**src/verilog/b1_params.svh**
```systemverilog
`ifndef B1_PARAMS_SVH
`define B1_PARAMS_SVH

// Palette address split
`define B1_PAL_W      8          // Palette number bits
`define B1_COL_W      4          // Colour index bits
`define B1_FIX_PAL_W  4          // Fix palette bits on PBUS 19:16
`define B1_X_W        8          // Sprite X start width

// Line buffer geometry
`define B1_LB_AW      8
`define B1_LB_DEPTH   256        // Entries per bank
`define B1_BACKDROP   12'hFFF    // Last colour of last palette

// CPU palette window, address bits 23:22
`define B1_CPU_PAL_HI 2'b01

// Watchdog, kick at 0x300000 region (bits 21:17)
`define B1_WD_KICK_HI 5'b11000
`define B1_WD_LIMIT   128        // Cycles without kick before expiry
`define B1_WD_PULSE   8          // Reset pulse length
`define B1_WD_CW      8          // Shared counter width

`endif

```
**src/verilog/b1Pkg.sv**
```systemverilog
`include "b1_params.svh"

package b1Pkg;

	// Palette RAM address, palette number above colour index
	typedef struct packed
	{
		logic [`B1_PAL_W-1:0] pal;
		logic [`B1_COL_W-1:0] col;
	} palAddr_t;

	// Watchdog FSM
	typedef enum logic [1:0]
	{
		wdCount,     // Counting towards expiry
		wdWaitSwap,  // Expired, waiting for frame start
		wdPulse      // Holding system reset low
	} wdState_t;

endpackage

```
**src/verilog/pixelMixer.sv**
```systemverilog
`timescale 1ns/1ps
`include "b1_params.svh"

// Final priority mux onto the palette address bus
// CPU > blanking > opaque fix > sprite/backdrop
module pixelMixer import b1Pkg::*;
(
	input  logic                     CLK_1MB,
	input  logic                     arstN,
	input  palAddr_t                 lbPix,
	input  logic [`B1_COL_W-1:0]     fixdDly,
	input  logic [`B1_FIX_PAL_W-1:0] fixPal,
	input  logic                     chblDly,
	input  logic                     cpuAs,
	input  logic [23:1]              cpuAddr,
	output palAddr_t                 pa
);

	palAddr_t videoNext;
	palAddr_t videoReg;   // Registered video address
	logic     fixOpaque;
	logic     cpuPal;     // CPU is in palette space

	assign fixOpaque = |fixdDly;

	always_comb
	begin
		if (chblDly)
			videoNext = '0;  // Colour 0 of palette 0 while blanked
		else if (fixOpaque)
		begin
			videoNext.pal = {{(`B1_PAL_W - `B1_FIX_PAL_W){1'b0}}, fixPal};
			videoNext.col = fixdDly;
		end
		else
			videoNext = lbPix;
	end

	always_ff @(posedge CLK_1MB or negedge arstN)
	begin
		if (!arstN)
			videoReg <= '0;
		else
			videoReg <= videoNext;
	end

	// 0x400000-0x7FFFFF window
	assign cpuPal = cpuAs && (cpuAddr[23:22] == `B1_CPU_PAL_HI);

	// No latency on the CPU path
	assign pa = cpuPal ? palAddr_t'(cpuAddr[12:1]) : videoReg;

endmodule

```
**config.mk**
```make
export PLATFORM = sky130hd
export DESIGN_NAME = pixelMixer
export DESIGN_NICKNAME = d
export VERILOG_FILES = /design/src/verilog/b1Pkg.sv /design/src/verilog/pixelMixer.sv
export VERILOG_INCLUDE_DIRS = /design/src /design/src/verilog
export SDC_FILE = /design/constraint.sdc
export NUM_CORES = 1
export LEC_CHECK = 0
export BUFFER_PORTS_ARGS = -buffer_cell sky130_fd_sc_hd__buf_2
export CAP_MARGIN = 30
export CORE_ASPECT_RATIO = 1.1
export CORE_MARGIN = 4
export CORE_UTILIZATION = 40
export DETAILED_ROUTE_END_ITERATION = 8
export GPL_ROUTABILITY_DRIVEN = 0
export PLACE_DENSITY = 0.81
export SYNTH_ARGS = -nofsm -noshare
export SYNTH_HDL_FRONTEND = slang
export SYNTH_SLANG_ARGS = --single-unit
```
**constraint.sdc**
```tcl
create_clock -name CLK_1MB -period 2.8 [get_ports CLK_1MB]
set_clock_uncertainty 0.2 [all_clocks]
set_input_delay 0.14 -clock CLK_1MB [delete_from_list [all_inputs] [get_ports CLK_1MB]]
set_output_delay 0.14 -clock CLK_1MB [all_outputs]
set_load 0.03 [all_outputs]
```
# Yosys cells after proc, flatten, opt, wreduce, memory -nomap -nowiden
# Cells that the tools add are included.
# word_totals
register_bits	12
latch_bits	0
mem_bits_rw	0
romBits	0
input_bits	47
out_inout_bits	12
word_cells	8
n_memories	0
# op_classes
addsub	0
n_mul	0
div	0
n_lt_le_gt_ge	0
eq_ne	1
shifts	0
muxes	3
bitwise_logic	0
n_reduce_logical	2
# ops
op	n
$mux 12	3
$reduce_or 4->1	1
$eq 2x1->1 const B	1
$logic_and 1x1->1	1

# Depth between registers and ports, before layout
# logic_depth
word_depth	3
mapped_depth	3
depth_no_buf	2

# Worst setup path after synthesis
# OpenSTA, ideal clock, no wires.
# synth_path
path_type	input to output
start	in cpuAddr[23] in the netlist's numbering
end	out pa[10] in the netlist's numbering
arrival_time_ns	0.920
t_required_ns	2.460
setup_slack_ns	1.540
cell_stages	3
n_path_buf	1
cell_sequence	nand3b_1 -> buf_2 -> mux2_2
# synth_lines
element	line	rtl
start: declaration	pixelMixer.sv:15	input logic [23:1] cpuAddr,
end: declaration	pixelMixer.sv:16	output palAddr_t pa

==> impl_results.md <==
* Outcome: completed
* Die Area at 2490 um2
* Total vias in the final route at 693
* HP Class: input pin to flip-flop
* Synth Area per Inst at 11.9 um2
* Final hold violation count at 0
* Sequential-to-total area share from yosys stat at 42.9%
* Chip width at 47.9 um
* Final slew viol count at 0
* XOR/XNOR Fraction of Synth Area at 0%
* Unrepaired setup endpoints after global routing: no
* Hold path cells at 2
* Slowest Stage Delay on Critical Path at 700 ps
* Mapped Cells at 59
* Yosys top cell area share at 42.9%
* Post-Syn Area at 701 um2
* Worst setup SP type: input pin
* Cell variety after synth at 13
* Vias in the first global route at 683
* Site row count at 15
* Avg WL per Cell at 12.9 um
* Leakage at 0.622 nW
* Die Height at 51.9 um
* Initial DRT Pass Iterations at 1
* Postcts setup bufs at 0
* Commonest cells in the netlist: dfrtp_1 (12), mux2_2 (12), nand2b_1 (12)
* H-tree Lvls at 1
* Final TNS setup at 0 ps
* Initial antenna violation count at 0
* CTS Buf Count at 3
* Final period utilization at 61.9%
* Peak supply drop at 0.188 mV
* DRT iter0 DRCs at 0
* Yosys top cell by area: dfrtp_1
* Arrival @ worst endpoint at 1740 ps
* Multiplexer area fraction after synthesis at 25.0%
* Final setup fails at 0
* CP max stage cell: or4_1
* Total number of yosys warnings at 0
* Max cap viols at 0
* # IOs at 59
* Share of layout cells above drive strength 1 at 54.3%
* Syn Nets at 106
* Complex-gate fraction of the synthesized area at 3.57%
* Drt drc at 0
* Final core occ at 73.7%
* Post-Route WL at 1890 um
* Area growth, synth to finish at 69.8%
* Largest family of logic cells by synthesized area: multiplexers
* Crit-path cells: buf_2 > or4_1 > o22ai_1 > dlygate4sd3_1
* Vias per cell at 4.75
* Total GRT Usage at 15.6%
* CTS tree: built
* Main synth FF type: dfrtp_1
* Crit Path Class: input pin to flip-flop
* Remaining Overflow, GRT at 0
* CP Max Fanout at 8
* Clock transition at the registers of the reported paths at 70 ps
* Simple-gate share of the synthesized area at 23.0%
* Port bufs at 49
* Largest regs: videoReg (12)
* # diodes at 0
* Worst Max-Slew Pin Slew at 561 ps
* Clk sink count at 12
* Max Clk Rate at 577 MHz
* Worst slew margin at 62.5%
* Root buf cell: clkbuf_4
* Synth Area in Adders at 0%
* Post-DP HPWL at 1250 um
* First-pass GRT wire length at 2840 um
* Resized Gates After CTS at 0
* Setup crit end kind: flip-flop
* Largest net degree at the start of global routing at 21
* Largest cells by area after synthesis: dfrtp_1 (43%), mux2_2 (19%), nand2b_1 (11%)
* Async SR Flop Fraction at 100%
* Tmin final at 1730 ps
* Worst-case clock buffer depth at 2
* Post-synth EDFFs at 0
* Final-stage net count at 177
* Largest register FFs at 12
* Fillcell total at 115
* Largest register by flop count: videoReg
* WP data required at 2810 ps
* PD cells at 372 nW/um2
* Initial Util at 43.4%
* Core Box Area at 1610 um2
* Routed Antenna Nets at 0
* Synthesis-stage register bit count at 12
-- final cells by class --
cell class              count  area (um2)  share of cell area [%]
repair buffers             70         455                    38.3
multi-input cells          39         362                    30.4
flip-flops and latches     12         300                    25.2
clock buffers               4        36.3                    3.05
well taps                  17        21.3                    1.79
inverters                   4        15.0                    1.26
-- through the flow --
| stage | power [mW] | setup WS (ps) | std cells | hold WS (ps) | cell area (um2) |
|---|---|---|---|---|---|
| final | 0.443 | 1070 | 146 | 60.0 | 1190 |
| after global placement | 0.283 | 1200 | 121 | -180 | 943 |
| after global routing | 0.466 | 967 | 146 | 78.7 | 1190 |
| after detailed placement | 0.286 | 1160 | 121 | -178 | 943 |
| after CTS | 0.441 | 1100 | 146 | 58.4 | 1190 |
| after floorplan | 0.243 | 1540 | 59 | -356 | 701 |
-- power by group --
| group | total (mW) | internal (mW) | switching (mW) |
|---|---|---|---|
| Combinational | 0.125 | 0.0661 | 0.0590 |
| Clock | 0.135 | 0.0789 | 0.0563 |
| Sequential | 0.182 | 0.180 | 0.00197 |
| Total | 0.443 | 0.325 | 0.117 |
-- cell usage in the layout, fill, tap and decap left out --
cell           synthesis  final
buf_2                  1     49
dlygate4sd3_1          0     21
mux2_2                12     12
nand2b_1              12     12
dfrtp_1               12     12
nor3b_2                4      4
mux2i_1                4      4
inv_1                  4      4
o22ai_1                4      4
clkbuf_4               0      3
nand3b_1               1      1
or4_1                  1      1
nor4_4                 1      1
clkbuf_8               0      1
-- kinds of logic after synthesis --
family                 count (synthesis)
AOI/OAI and AO/OA                      4
buffers and inverters                  8
muxes                                 16
DFF                                   12
and+or+nand+nor                       19
-- critical path: cells and delay by family --
| family | cells | cell delay, ps |
|---|---|---|
| buffers and inverters | 2 | 700 |
| AND/OR/NAND/NOR | 1 | 700 |
| AO/OA/AOI/OAI | 1 | 190 |
-- routing by layer --
layer	vias up	routed length (um)	global-route usage, %
met2	31	1020	28.6
met4	0	14	6.73
met5	-	0	0
met3	2	163	1.38
met1	318	685	17.3
li1	342	-	-
-- worst paths after layout --
kind                            start           end  slack, ps
worst min-delay path          chblDly  videoReg[11]         60
worst max-delay path       fixdDly[0]   videoReg[2]       1070
max in group asynchronous       arstN   videoReg[1]       2120
min in group asynchronous       arstN   videoReg[4]         80
-- what timing repair did --
item,CTS,global route
setup endpoints to repair,0,0
hold buffers,21,0
endpoints found under the hold margin,24,0
Note: power is estimated with default switching activity, not from simulation.
