===== src/verilog/b1_params.svh =====
`ifndef B1_PARAMS_SVH
`define B1_PARAMS_SVH

// Palette address split
`define B1_PAL_W      8          // Palette number bits
`define B1_COL_W      4          // Colour index bits
`define B1_FIX_PAL_W  4          // Fix palette bits on PBUS 19:16
`define B1_X_W        8          // Sprite X start width

// Line buffer geometry
`define B1_LB_AW      8
`define B1_LB_DEPTH   256        // Entries per bank
`define B1_BACKDROP   12'hFFF    // Last colour of last palette

// CPU palette window, address bits 23:22
`define B1_CPU_PAL_HI 2'b01

// Watchdog, kick at 0x300000 region (bits 21:17)
`define B1_WD_KICK_HI 5'b11000
`define B1_WD_LIMIT   128        // Cycles without kick before expiry
`define B1_WD_PULSE   8          // Reset pulse length
`define B1_WD_CW      8          // Shared counter width

`endif


===== src/verilog/b1Pkg.sv =====
`include "b1_params.svh"

package b1Pkg;

	// Palette RAM address, palette number above colour index
	typedef struct packed
	{
		logic [`B1_PAL_W-1:0] pal;
		logic [`B1_COL_W-1:0] col;
	} palAddr_t;

	// Watchdog FSM
	typedef enum logic [1:0]
	{
		wdCount,     // Counting towards expiry
		wdWaitSwap,  // Expired, waiting for frame start
		wdPulse      // Holding system reset low
	} wdState_t;

endpackage


===== src/verilog/watchdog.sv =====
`timescale 1ns/1ps
`include "b1_params.svh"

// Watchdog with reset pulse aligned to frame start
module watchdog import b1Pkg::*;
(
	input  logic        CLK_1MB,
	input  logic        arstN,
	input  logic        cpuAs,
	input  logic        cpuWr,
	input  logic [23:1] cpuAddr,
	input  logic        lineSwap,  // Stands in for frame start
	output logic        resetN     // System reset, active low
);

	wdState_t              state;
	logic [`B1_WD_CW-1:0]  cnt;    // Timeout, then pulse length
	logic                  kick;

	assign kick = cpuAs && cpuWr && (cpuAddr[21:17] == `B1_WD_KICK_HI);

	always_ff @(posedge CLK_1MB or negedge arstN)
	begin
		if (!arstN)
		begin
			state <= wdCount;
			cnt   <= '0;
		end
		else
		begin
			case (state)
				wdCount:
				begin
					if (kick)
						cnt <= '0;
					else if (cnt == `B1_WD_CW'(`B1_WD_LIMIT - 1))
					begin
						state <= wdWaitSwap;  // Expired
						cnt   <= '0;
					end
					else
						cnt <= cnt + 1'b1;
				end
				wdWaitSwap:
				begin
					if (lineSwap)  // Kicks no longer matter here
						state <= wdPulse;
				end
				wdPulse:
				begin
					if (cnt == `B1_WD_CW'(`B1_WD_PULSE - 1))
					begin
						state <= wdCount;
						cnt   <= '0;
					end
					else
						cnt <= cnt + 1'b1;
				end
				default:
				begin
					state <= wdCount;
					cnt   <= '0;
				end
			endcase
		end
	end

	assign resetN = (state != wdPulse);  // Decoded from the state register

endmodule

===== config.mk =====
export PLATFORM = sky130hd
export DESIGN_NAME = watchdog
export DESIGN_NICKNAME = d
export VERILOG_FILES = /design/src/verilog/b1Pkg.sv /design/src/verilog/watchdog.sv
export VERILOG_INCLUDE_DIRS = /design/src /design/src/verilog
export SDC_FILE = /design/constraint.sdc
export NUM_CORES = 1
export LEC_CHECK = 0
export ABC_AREA = 1
export BUFFER_PORTS_ARGS = -buffer_cell sky130_fd_sc_hd__buf_4
export CORE_UTILIZATION = 48
export DETAILED_ROUTE_END_ITERATION = 16
export PLACE_DENSITY = 0.81
export SLEW_MARGIN = 25
export SYNTH_ARGS = -nofsm -noshare
export SYNTH_HDL_FRONTEND = slang
export SYNTH_SLANG_ARGS = --single-unit

===== constraint.sdc =====
create_clock -name CLK_1MB -period 2.2 [get_ports CLK_1MB]
set_input_delay 0.44 -clock CLK_1MB [delete_from_list [all_inputs] [get_ports CLK_1MB]]
set_output_delay 0.44 -clock CLK_1MB [all_outputs]
set_load 0.05 [all_outputs]

**After elaboration in Yosys (flattened, before gate mapping)**

Index checks and enable logic that the tools add are counted.

- Mux-type cells: 9
- $add $sub $neg: 1
- Eq/ne operators: 10
- Reductions and logical operators: 4

Operators with widths:

| operator | count |
|---|---|
| 8-bit 2-to-1 mux | 3 |
| 8-bit case mux with 3 select lines | 1 |
| 2-bit != test (second input constant) | 5 |
| 8-bit by 1-bit adder with 8-bit output (second input constant) | 1 |
| 8-bit by 3-bit == test with 1-bit output (second input constant) | 1 |
| 8-bit by 7-bit == test with 1-bit output (second input constant) | 1 |
| 2-bit 2-to-1 mux | 4 |
| 2-bit case mux with 3 select lines | 1 |
| 5-bit == test (second input constant) | 1 |
| 4-bit AND reduction | 1 |
| 2-bit by 1-bit == test with 1-bit output (second input constant) | 1 |
| 2-bit == test (second input constant) | 1 |
| 1-bit logical AND | 2 |
| 2-bit logical NOT | 1 |

- Bits of input ports: 28
- Register bits: 10

**Depth between registers and ports, before layout**

- Word-level depth: 4
- Depth in mapped cells: 9

**Least setup slack after synthesis**

OpenSTA, ideal clock, no wires.

- Kind: register to output
- Start: register state[1]
- End: output resetN
- Arrival time: 836 ps
- Slack: 924 ps
- Cell stages (with the launch flop): 4
- Buffers on the path: 0
- Data required time: 1760 ps
- Cell sequence: dfrtp_1 inv_1 nor2_2 inv_1

- Longest elaborated chain between the ends: 1

RTL lines:

| element | RTL line | text |
|---|---|---|
| start: declaration | watchdog.sv:16 | `wdState_t state;` |
| start signal: assignment | watchdog.sv:26 | `state <= wdCount;` |
| start signal: assignment | watchdog.sv:38 | `state <= wdWaitSwap;` |
| start signal: assignment | watchdog.sv:47 | `state <= wdPulse;` |
| 2-bit != test | watchdog.sv:68 | `assign resetN = (state != wdPulse);` |
| end: declaration | watchdog.sv:13 | `output logic resetN` |

Every way passes these cells.

**Final worst setup path**

Ends and elaborated chain as after synthesis.

==> flow_metrics.env <==
export IMPL_hold_end="state[1]"
export IMPL_routedWlPerCell_um=11.54
export IMPL_clk_latency_ns=0.26
export IMPL_start_util_pct=55.49
export IMPL_avgSynthCellArea_sq_um=6.785
export IMPL_n_antenna_cell=0
export IMPL_p_per_area_nw_per_um2=899.6
export IMPL_drv_slew=0
export IMPL_crit_path_end_kind="primary output"
export IMPL_overflow=0
export IMPL_grt_use_total_pct=22.60
export IMPL_r2r_start="cnt[0]"
export IMPL_root_buffer="clkbuf_4"
export IMPL_clk_pin_slew_worst_paths_ns=0.07
export IMPL_outcome="complete, no violations"
export IMPL_worst_pin_slew_ns=0.2701
export IMPL_cellLeakagePower_nw=0.4293
export IMPL_worstHoldStart="lineSwap"
export IMPL_vdd_drop_max_v=0.0006644
export IMPL_syn_area_sq_um=658.1
export IMPL_core_sq_um=1186
export IMPL_setup_viol=0
export IMPL_p_switching_uw=296.5
export IMPL_rr_worst_depth=8
export IMPL_post_route_min_period_ns=1.628
export IMPL_rsz0062_at_grt="no"
export IMPL_critPathKind="register to primary output"
export IMPL_critPathLaunchType="register"
export IMPL_cts_made_buffers=3
export IMPL_vias=605
export IMPL_p_int_uw=408.0
export IMPL_grt_start_max_net_pins=11
export IMPL_p_sw_share_pct=42.09
export IMPL_ant_nets=0
export IMPL_hpwl_um=987.5
export IMPL_synthToLayoutAreaGrowth_pct=19.01
export IMPL_arrival_ns=1.19
export IMPL_synth_nets=126
export IMPL_die_y_um=39.03
export IMPL_grt_pass1_wl_um=2311
export IMPL_post_cts_buffers=0
export IMPL_rows=12
export IMPL_max_slew_margin_pct=81.95
export IMPL_clock_path_buffers=2
export IMPL_die_area_sq_um=1523
export IMPL_hold_violations=0
export IMPL_drive_gt1_share_pct=24.32
export IMPL_drt_iter0_drc=16
export IMPL_cts_sinks=10
export IMPL_grt_antenna_before_repair=0
export IMPL_hold_class="input pin to register"
export IMPL_gp_congestion=0.8256
export IMPL_r2r_end="cnt[1]"
export IMPL_synthCells=97
export IMPL_io_buffers=10
export IMPL_synth_cell_type_count=17
export IMPL_pwr_share_clk_pct=17.4
export IMPL_htree_levels=1
export IMPL_critical_path_required_ns=1.76
export IMPL_seqPwrFrac_pct=41.7
export IMPL_ys_warn_count=0
export IMPL_cp_startpoint="state[1]"
export IMPL_maxCapViolCount=0
export IMPL_routed_via_density=4.840
export IMPL_grt_pass1_vias=590
export IMPL_crit_fanout=3
export IMPL_fp_dieW_um=39.03
export IMPL_setup_tns_final_ns=0
export IMPL_ys_seq_area_share_pct=38.02
export IMPL_r2r_slack_ns=0.88
export IMPL_nets=142
export IMPL_power_total_uw=704.6
export IMPL_combPwrFrac_pct=40.9
export IMPL_routed_wl_um=1442
export IMPL_ios=29
export IMPL_cts_tree="yes"
export IMPL_fin_worst_skew_ns=0.01173
export IMPL_dr_pass1_iters=4
export IMPL_post_route_period_util_pct=73.99
export IMPL_hold_depth=3
export IMPL_drc=0
export IMPL_fmax_mhz=614.3
export IMPL_yosys_register_bits=10
[what timing repair did]
item | CTS | global route
hold endpoints to repair | 5 | 0
resized for setup | 0 | 0
setup endpoints to repair | 0 | 0
hold buffers | 1 | 0
[power by group through the flow]
stage	Combinational (mW)	Sequential [mW]	Clock, mW
3_3_place_gp	0.275	0.294	0
5_1_grt	0.328	0.299	0.131
4_1_cts	0.292	0.293	0.125
2_1_floorplan	0.222	0.286	0
6_report	0.288	0.294	0.123
3_5_place_dp	0.288	0.295	0
[state kept, by name, indices dropped and copies added (netlist names)]
register  cells
cnt           8
state         2
[cell families after synthesis]
| family | share of synthesized area (%) |
|---|---|
| simple gates | 46.77 |
| flops | 38.02 |
| fa+ha+maj | 1.901 |
| xor+xnor | 2.662 |
| compound gates | 2.091 |
| buf+inv | 8.556 |
[metrics by stage]
stage          util (%)  setup slack (ns)  hold slack (ns)  std cells  cell area, sq um
3_5_place_dp      63.29            0.8788           0.2787        121             750.7
3_3_place_gp      63.29            0.8939           0.2758        121             750.7
6_report          66.03            0.5722           0.4104        125             783.3
2_1_floorplan         -            0.9240           0.1444         97             658.1
5_1_grt           66.03            0.5171           0.4099        125             783.3
4_1_cts           66.03            0.5692           0.4077        125             783.3
[cell usage in the layout, fill, tap and decap left out, drive strengths merged]
cell and count:
nor2 15, clkbuf 3, ha 1, dfrtp 10, nand3 5, a31o 1, inv 13, clkinv 2
buf 10, xor2 2, nand4 1, o21ai 1, nand2 46, dlygate4sd3 1
[worst max-delay path, stage by stage (launching register included)]
cell and delay (ns):
dfrtp_1 0.43, inv_1 0.08, nor2_2 0.16, inv_1 0.06
buf_4 0.19
[routing by layer]
layer | routed length, um | vias up | GRT usage, % | part of all wire, %
met5 | 0 | - | 0 | 0
met4 | 0 | 0 | 2.586 | 0
met3 | 73 | 0 | 8.671 | 5.1
met2 | 749 | 15 | 42.50 | 52
met1 | 618 | 274 | 24.03 | 43
li1 | - | 316 | - | -
[cells in the mapped netlist]
library cell / count / share of area [%]
xor2_1: 2 / 2.7
nand3_2: 2 / 3.0
nand4_1: 1 / 0.95
nand2_1: 42 / 24
nor2_4: 2 / 3.4
nor2_2: 3 / 2.9
a31o_1: 1 / 1.3
inv_2: 3 / 1.7
nand2_4: 1 / 1.7
inv_1: 10 / 5.7
dfrtp_1: 10 / 38
nand2_2: 3 / 2.9
ha_1: 1 / 1.9
nor2_1: 10 / 5.7
o21ai_0: 1 / 0.76
clkinv_1: 2 / 1.1
nand3_1: 3 / 2.3
[worst max path at each step]
| stage | endpoint | slack, ns |
|---|---|---|
| finish | resetN | 0.57 |
| global route | resetN | 0.52 |
| CTS | resetN | 0.57 |
| detailed placement | resetN | 0.88 |
| global placement | resetN | 0.89 |
| floorplan | resetN | 0.92 |
[final cells by class]
class / instances / area (sq um)
clock buffers: 3 / 22.52
fillers: 108 / 402.9
inverters: 15 / 56.30
multi-input cells: 72 / 351.6
flip-flops and latches: 10 / 250.2
well taps: 14 / 17.52
repair buffers: 11 / 85.08
(Power assumes the default switching activity.)
