`config.mk`:
```
export PLATFORM = sky130hd
export DESIGN_NAME = paletteLatch
export DESIGN_NICKNAME = d
export VERILOG_FILES = /design/src/verilog/paletteLatch.sv
export VERILOG_INCLUDE_DIRS = /design/src /design/src/verilog
export SDC_FILE = /design/constraint.sdc
export NUM_CORES = 1
export LEC_CHECK = 0
export BUFFER_PORTS_ARGS = -buffer_cell sky130_fd_sc_hd__buf_2
export CORE_UTILIZATION = 41
export DETAILED_ROUTE_END_ITERATION = 8
export HOLD_SLACK_MARGIN = 0.06
export PLACE_DENSITY = 0.78
export SLEW_MARGIN = 30
export SYNTH_ARGS = -nofsm -noshare
export SYNTH_HDL_FRONTEND = slang
export SYNTH_SLANG_ARGS = --single-unit
```
`constraint.sdc`:
```
create_clock -name CLK_1MB -period 0.9 [get_ports CLK_1MB]
set_clock_uncertainty 0.15 [all_clocks]
set_input_delay 0.18 -clock CLK_1MB [delete_from_list [all_inputs] [get_ports CLK_1MB]]
set_output_delay 0.18 -clock CLK_1MB [all_outputs]
set_load 0.02 [all_outputs]
```
`src/verilog/b1_params.svh`:
```
`ifndef B1_PARAMS_SVH
`define B1_PARAMS_SVH

// Palette address split
`define B1_PAL_W      8          // Palette number bits
`define B1_COL_W      4          // Colour index bits
`define B1_FIX_PAL_W  4          // Fix palette bits on PBUS 19:16
`define B1_X_W        8          // Sprite X start width

// Line buffer geometry
`define B1_LB_AW      8
`define B1_LB_DEPTH   256        // Entries per bank
`define B1_BACKDROP   12'hFFF    // Last colour of last palette

// CPU palette window, address bits 23:22
`define B1_CPU_PAL_HI 2'b01

// Watchdog, kick at 0x300000 region (bits 21:17)
`define B1_WD_KICK_HI 5'b11000
`define B1_WD_LIMIT   128        // Cycles without kick before expiry
`define B1_WD_PULSE   8          // Reset pulse length
`define B1_WD_CW      8          // Shared counter width

`endif

```
`src/verilog/paletteLatch.sv`:
```
`timescale 1ns/1ps
`include "b1_params.svh"

// Parameter bus capture and fix/blank alignment
module paletteLatch
(
	input  logic                     CLK_1MB,
	input  logic                     arstN,
	input  logic [23:0]              pbus,     // Shared bus from LSPC
	input  logic                     pck1,     // Sprite palette and X strobe
	input  logic                     pck2,     // Fix palette strobe
	input  logic [`B1_COL_W-1:0]     fixd,     // Fix pixel colour
	input  logic                     chbl,     // Blanking
	output logic [`B1_PAL_W-1:0]     sprPal,
	output logic [`B1_X_W-1:0]       xStart,
	output logic [`B1_FIX_PAL_W-1:0] fixPal,
	output logic [`B1_COL_W-1:0]     fixdDly,
	output logic                     chblDly
);

	// Sprite attributes, held until next PCK1
	always_ff @(posedge CLK_1MB or negedge arstN)
	begin
		if (!arstN)
		begin
			sprPal <= '0;
			xStart <= '0;
		end
		else if (pck1)
		begin
			sprPal <= pbus[23:16];
			xStart <= pbus[15:8];
		end
	end

	// Fix palette, held until next PCK2
	always_ff @(posedge CLK_1MB or negedge arstN)
	begin
		if (!arstN)
			fixPal <= '0;
		else if (pck2)
			fixPal <= pbus[19:16];
	end

	// One cycle delay matches the line buffer read register
	always_ff @(posedge CLK_1MB or negedge arstN)
	begin
		if (!arstN)
		begin
			fixdDly <= '0;
			chblDly <= 1'b0;
		end
		else
		begin
			fixdDly <= fixd;
			chblDly <= chbl;
		end
	end

endmodule

```
# Word-level counts from Yosys, hierarchy flattened
# Cells that the tools add are included.
[word_totals] word_cells=5 input_bits=33 reg_bits=25

# Longest topological paths before layout
# Gate-level depths: netlist of the first run.
[logic_depth] ltp_word=0 ltp_mapped=3

# Worst setup path before layout of the first run
# No wires, ideal clock.
[synth_path] path_kind="input -> register" from="in pck1" to="reg sprPal[0]" path_buffers=2 cell_stages=3 path_slack_ns=-0.092 required_ns=0.625 arrival_ns=0.716 cell_sequence="buf_6 > buf_12 > mux2_4"
[synth_rtl] element="from (decl)" line_no="paletteLatch.sv:10" source="input logic pck1,"
[synth_rtl] element="to (signal assigned)" line_no="paletteLatch.sv:31" source="sprPal <= pbus[23:16];"
[synth_rtl] element="to (decl)" line_no="paletteLatch.sv:14" source="output logic [`B1_PAL_W-1:0] sprPal,"
# No word-level cell between the ends.

# Worst setup path in the final report of the first run
[layout_path] from="reg fixPal[2]" to="out fixPal[2]"
[layout_rtl] element="from (decl)" line_no="paletteLatch.sv:16" source="output logic [`B1_FIX_PAL_W-1:0] fixPal,"
[layout_rtl] element="from (signal assigned)" line_no="paletteLatch.sv:42" source="fixPal <= pbus[19:16];"
# No word-level cell between the ends.

==> impl_metrics.yaml, run 1 <==
power_and_ir_drop:
  power.share.switching_pct: 26.2
  p_leak_nw: 0.776
  peakVddDrop_v: 0.00123
  p_per_area_nw_per_um2: 1590
  p_int_mw: 1.84
  clkPwrFrac_pct: 18.9
  switchingPower_uw: 654
  p_total_mw: 2.50
  combPwrFrac_pct: 28.6
  p_seq_share_pct: 52.4
global_route:
  grt_overflow: 0
  grt_pass1_vias: 752
  grt_max_degree: 26
  antenna_found_initial: 0
  gr-usage-all-layers_pct: 18.7
  grt_first_pass_wirelength_mm: 3.30
detailed_routing:
  drcViolationCount: 0
  firstDrtPassIters: 2
  drtIter0Drc: 4
  top_layer_used: "met4"
  vias: 652
  ant_nets: 0
  wl_met2_mm: 1.16
  wl_met3_um: 63
  wl_per_cell_um: 14.2
  drt-met1-wl_um: 803
  drt-total-wl_mm: 2.04
  viasPerCell: 4.53
timing:
  rsz0062_at_grt: "true"
  worst_slack_ns: -0.312
  worst_pin_slew_ns: 0.135
  slew_viol_final: 0
  finalCritPeriodShare_pct: 135
  finalSetupViolCount: 45
  max_clock_freq_ghz: 0.825
  hold_viol: 20
  holdWs_ns: -0.0501
  fin_crit_ns: 1.21
  slew_headroom_pct: 91.0
  timing.setup.tns_ns: -9.06
die:
  dieWidth_um: 49.4
  die_y_um: 49.4
  rows: 16
  io_pins: 58
  start_util_pct: 45.0
  dieArea_um2: 2440
  core_region_area_um2: 2040
setup_path:
  crit_slowest_cell: "dfrtp_2"
  critPathBufInv: 1
  start_kind: "flip-flop"
  required_ns: 0.57
  reg2reg_from: "fixPal[2]$_DFFE_PN0P_"
  arrival_ns: 0.88
  cp.depth: 1
  r2r-end: "fixPal[2]$_DFFE_PN0P_"
  rr_worst_depth: 3
  cp_max_fo: 2
  end_kind: "output port"
  r2r_slack_ns: -0.31
  critPathKind: "flip-flop to output port"
  cp_cell_sequence: "buf_6"
  crit_family: "flip-flops"
  cpPeakStageDelay_ns: 0.44
synthesis:
  syn_inst: 47
  yosysSeqAreaShare_pct: 68.0
  syn_avg_cell_area_um2: 19.6
  ys_ff_latch: 25
  syn_nets: 80
  yosys_warnings: 0
  syn_area_um2: 920
  synth.distinct_cells: 5
clock_network:
  clkSlewWorstSetupHoldPaths_ns: 0.12
  h-tree-depth: 1
  clock_sinks: 25
  clockBufferDepth: 2
  clock-root-buffer: "clkbuf_4"
  cts-buffers-inserted: 3
  clk_latency_ns: 0.30
  cts_tree: "built"
  postCtsHoldBufs: 6
placement:
  io_buffers: 49
  place_area_um2: 1230
  pre_cts_ws_ns: -0.179
  dp_hpwl_mm: 1.33
  gp_congestion: 0.625
  dp.cells: 124
outcome:
  violations: "hold timing, setup timing"
  status: "finished, violations left"
worst_hold_path:
  hold_end: "xStart[3]$_DFFE_PN0P_"
  hold_depth: 2
  hold_class: "input port to flip-flop"
  hold_start: "pbus[11]"
final_layout:
  nFillCells: 133
  nets: 151
  layoutNonFillerInstCount: 144
  layout-drive-gt1-share_pct: 81.2
  diodes: 0
  utilization_pct: 77.0
  area.growth.synth_to_final_pct: 70.9
  final_cell_area_um2: 1570
run:
  cap_violations: 0
-- sequential cells by signal (all words and copies together) (netlist names) --
name     count
fixdDly      4
xStart       8
fixPal       4
sprPal       8
chblDly      1
-- synth_stat cells --
library cell	instances	share of area [%]
buf_6	1	1.2
mux2_4	10	16
buf_12	1	2.2
mux2_2	10	12
dfrtp_1	25	68
-- power by group through the flow --
stage                     clock (mW)  combinational, mW  sequential, mW
after floorplan                    0              0.150            1.43
after global placement             0              0.477            1.29
after detailed placement           0              0.488            1.30
after CTS                      0.492              0.694            1.30
after global routing           0.524              0.756            1.32
final                          0.473              0.715            1.31
-- layout by cell type (no fill, tap or decap), drive strengths merged --
cell type	instances
clkbuf	4
dlygate4sd3	6
dfrtp	25
buf	62
mux2	20
-- cell type report --
| cell class | count | area (um2) | share of cell area [%] |
|---|---|---|---|
| timing repair buffer | 68 | 603 | 38.4 |
| multi-input combinational | 20 | 270 | 17.2 |
| clock buffer | 4 | 26.3 | 1.67 |
| tap | 27 | 33.8 | 2.15 |
| sequential | 25 | 638 | 40.6 |
-- logic make-up (layout without fill, tap and decap cells) --
kind of cell  after synthesis  after routing  share of synthesized area [%]
buf+inv                     2             72                           3.40
flops                      25             25                           68.0
mux                        20             20                           28.6
-- layer usage --
layer | up-vias | global-route usage, %
li1 | 300 | -
met1 | 328 | 21.9
met2 | 22 | 34.2
met3 | 2 | 2.18
met4 | 0 | 7.35
met5 | - | 0
-- how the worst max path moves through the flow --
stage                                  to                  start  slack [ns]
floorplan           sprPal[0]$_DFFE_PN0P_                   pck1       -0.09
global placement    xStart[0]$_DFFE_PN0P_                   pck1       -0.16
detailed placement  xStart[2]$_DFFE_PN0P_                   pck1       -0.18
CTS                             xStart[7]  xStart[7]$_DFFE_PN0P_       -0.32
global route                    fixPal[2]  fixPal[2]$_DFFE_PN0P_       -0.34
finish                          fixPal[2]  fixPal[2]$_DFFE_PN0P_       -0.31
-- what timing repair did --
item / 4_1_cts / 5_1_grt
endpoints found under the setup margin: 45 / 45
setup buffers: 8 / 5
hold endpoints to repair: 50 / 20
resized for setup: 54 / 4
Power figures use the tool's default switching activity.
==> run 2: changes to the inputs <==
--- a/config.mk
+++ b/config.mk
@@ -10,6 +10,7 @@
 export CORE_UTILIZATION = 41
 export DETAILED_ROUTE_END_ITERATION = 8
 export HOLD_SLACK_MARGIN = 0.06
+export MAX_ROUTING_LAYER = met4
 export PLACE_DENSITY = 0.78
 export SLEW_MARGIN = 30
 export SYNTH_ARGS = -nofsm -noshare
==> constraint.sdc (replaced) <==
create_clock -name CLK_1MB -period 1.2 [get_ports CLK_1MB]
set_clock_uncertainty 0.15 [all_clocks]
set_input_delay 0.24 -clock CLK_1MB [delete_from_list [all_inputs] [get_ports CLK_1MB]]
set_output_delay 0.24 -clock CLK_1MB [all_outputs]
set_load 0.02 [all_outputs]
==> impl_metrics.yaml, run 2 (same netlist as run 1, synthesis figures left out) <==
placement:
  pre_cts_ws_ns: 0.0593
  place_area_um2: 1190
  io_buffers: 49
  dp_hpwl_mm: 1.19
  gp_congestion: 0.658
die:
  dieWidth_um: 49.4
  io_pins: 58
  rows: 16
  core_region_area_um2: 2040
  die_y_um: 49.4
  start_util_pct: 45.0
  dieArea_um2: 2440
final_layout:
  utilization_pct: 84.1
  nets: 172
  top_regs: "sprPal (8), xStart (8)"
  diodes: 0
  layout_common_cells: "dfrtp_1, buf_6, buf_2"
  final_cell_area_um2: 1720
  layout-drive-gt1-share_pct: 65.2
  area.growth.synth_to_final_pct: 86.8
power_and_ir_drop:
  p_per_area_nw_per_um2: 1120
  p_total_mw: 1.92
  peakVddDrop_v: 0.000781
  p_leak_nw: 0.857
  switchingPower_uw: 510
  p_seq_share_pct: 50.6
  power.share.switching_pct: 26.5
  combPwrFrac_pct: 31.1
  clkPwrFrac_pct: 18.3
  p_int_mw: 1.41
detailed_routing:
  viasPerCell: 4.62
  drcViolationCount: 0
  wl_per_cell_um: 15.8
  drt-total-wl_mm: 2.61
  vias: 763
  firstDrtPassIters: 4
  drtIter0Drc: 7
  ant_nets: 0
global_route:
  grt_overflow: 0
  grt_max_degree: 26
  antenna_found_initial: 0
  grt_first_pass_wirelength_mm: 3.73
  gr-usage-all-layers_pct: 21.6
  grt_pass1_vias: 802
setup_path:
  critPathKind: "flip-flop to output port"
  end_kind: "output port"
  crit_slowest_cell: "dfrtp_1"
  critPathBufInv: 1
  arrival_ns: 0.87
  start_kind: "flip-flop"
  required_ns: 0.81
  cp_max_fo: 2
  cp_cell_sequence: "buf_6"
  cpPeakStageDelay_ns: 0.43
  crit_family: "flip-flops"
timing:
  worst_pin_slew_ns: 0.536
  rsz0062_at_grt: "true"
  finalSetupViolCount: 25
  hold_viol: 0
  finalCritPeriodShare_pct: 105
  worst_slack_ns: -0.0641
  timing.setup.tns_ns: -0.988
  slew_viol_final: 0
  slew_headroom_pct: 64.3
  fin_crit_ns: 1.26
  max_clock_freq_ghz: 0.791
worst_hold_path:
  hold_class: "input port to flip-flop"
clock_network:
  clock-root-buffer: "clkbuf_4"
  cts_tree: "built"
  clk_latency_ns: 0.30
  clock_sinks: 25
  cts-buffers-inserted: 3
  clkSlewWorstSetupHoldPaths_ns: 0.12
  clockBufferDepth: 2
  h-tree-depth: 1
outcome:
  status: "finished, violations left"
  violations: "setup timing"
run:
  cap_violations: 0
run 2: timing repair:
| item | 4_1_cts | 5_1_grt |
|---|---|---|
| pin swaps | 0 | 0 |
| setup buffers | 6 | 11 |
| gates resized for setup | 50 | 0 |
| hold endpoints to repair | 50 | 0 |
| setup endpoints to repair | 25 | 25 |
| hold buffers | 22 | 0 |
run 2: power groups by stage:
stage / registers (mW) / logic (mW) / clock network [mW]
after floorplan: 1.07 / 0.111 / 0
after global placement: 0.964 / 0.347 / 0
after detailed placement: 0.970 / 0.354 / 0
after CTS: 0.970 / 0.529 / 0.370
after global routing: 0.983 / 0.628 / 0.395
final: 0.974 / 0.598 / 0.352
run 2: cell type report:
| class | count | area [um2] |
|---|---|---|
| repair buffers | 89 | 769 |
| flip-flops and latches | 25 | 626 |
| fillers | 115 | 324 |
| multi-input cells | 20 | 263 |
| well taps | 27 | 33.8 |
| clock buffers | 4 | 26.3 |
run 2: path summary, 6_finish.rpt:
check	start	to	slack, ns	cells past startpoint
hold reg to reg	sprPal[7]$_DFFE_PN0P_	sprPal[7]$_DFFE_PN0P_	0.40	1
setup reg to reg	sprPal[0]$_DFFE_PN0P_	sprPal[0]$_DFFE_PN0P_	0	3
hold / removal	pck2	fixPal[3]$_DFFE_PN0P_	0.11	2
max in group asynchronous	arstN	fixPal[3]$_DFFE_PN0P_	0.23	2
min in group asynchronous	arstN	sprPal[5]$_DFFE_PN0P_	0.32	2
setup / recovery	xStart[5]$_DFFE_PN0P_	xStart[5]	-0.06	1
run 2: metrics by stage:
step	cells	hold slack, ns
after floorplan	47	-0.206
after global placement	122	0.0901
after detailed placement	122	0.0997
after CTS	154	0.0855
after global routing	165	0.108
final	165	0.113
run 2: per-layer routing:
metal	vias up	part of all wire [%]	track usage, %	routed length [um]
met5	-	0	-	0
met2	38	57	41.3	1490
met4	0	0.31	6.86	8
met3	2	5.7	3.12	149
met1	380	37	22.4	967
li1	343	-	-	-
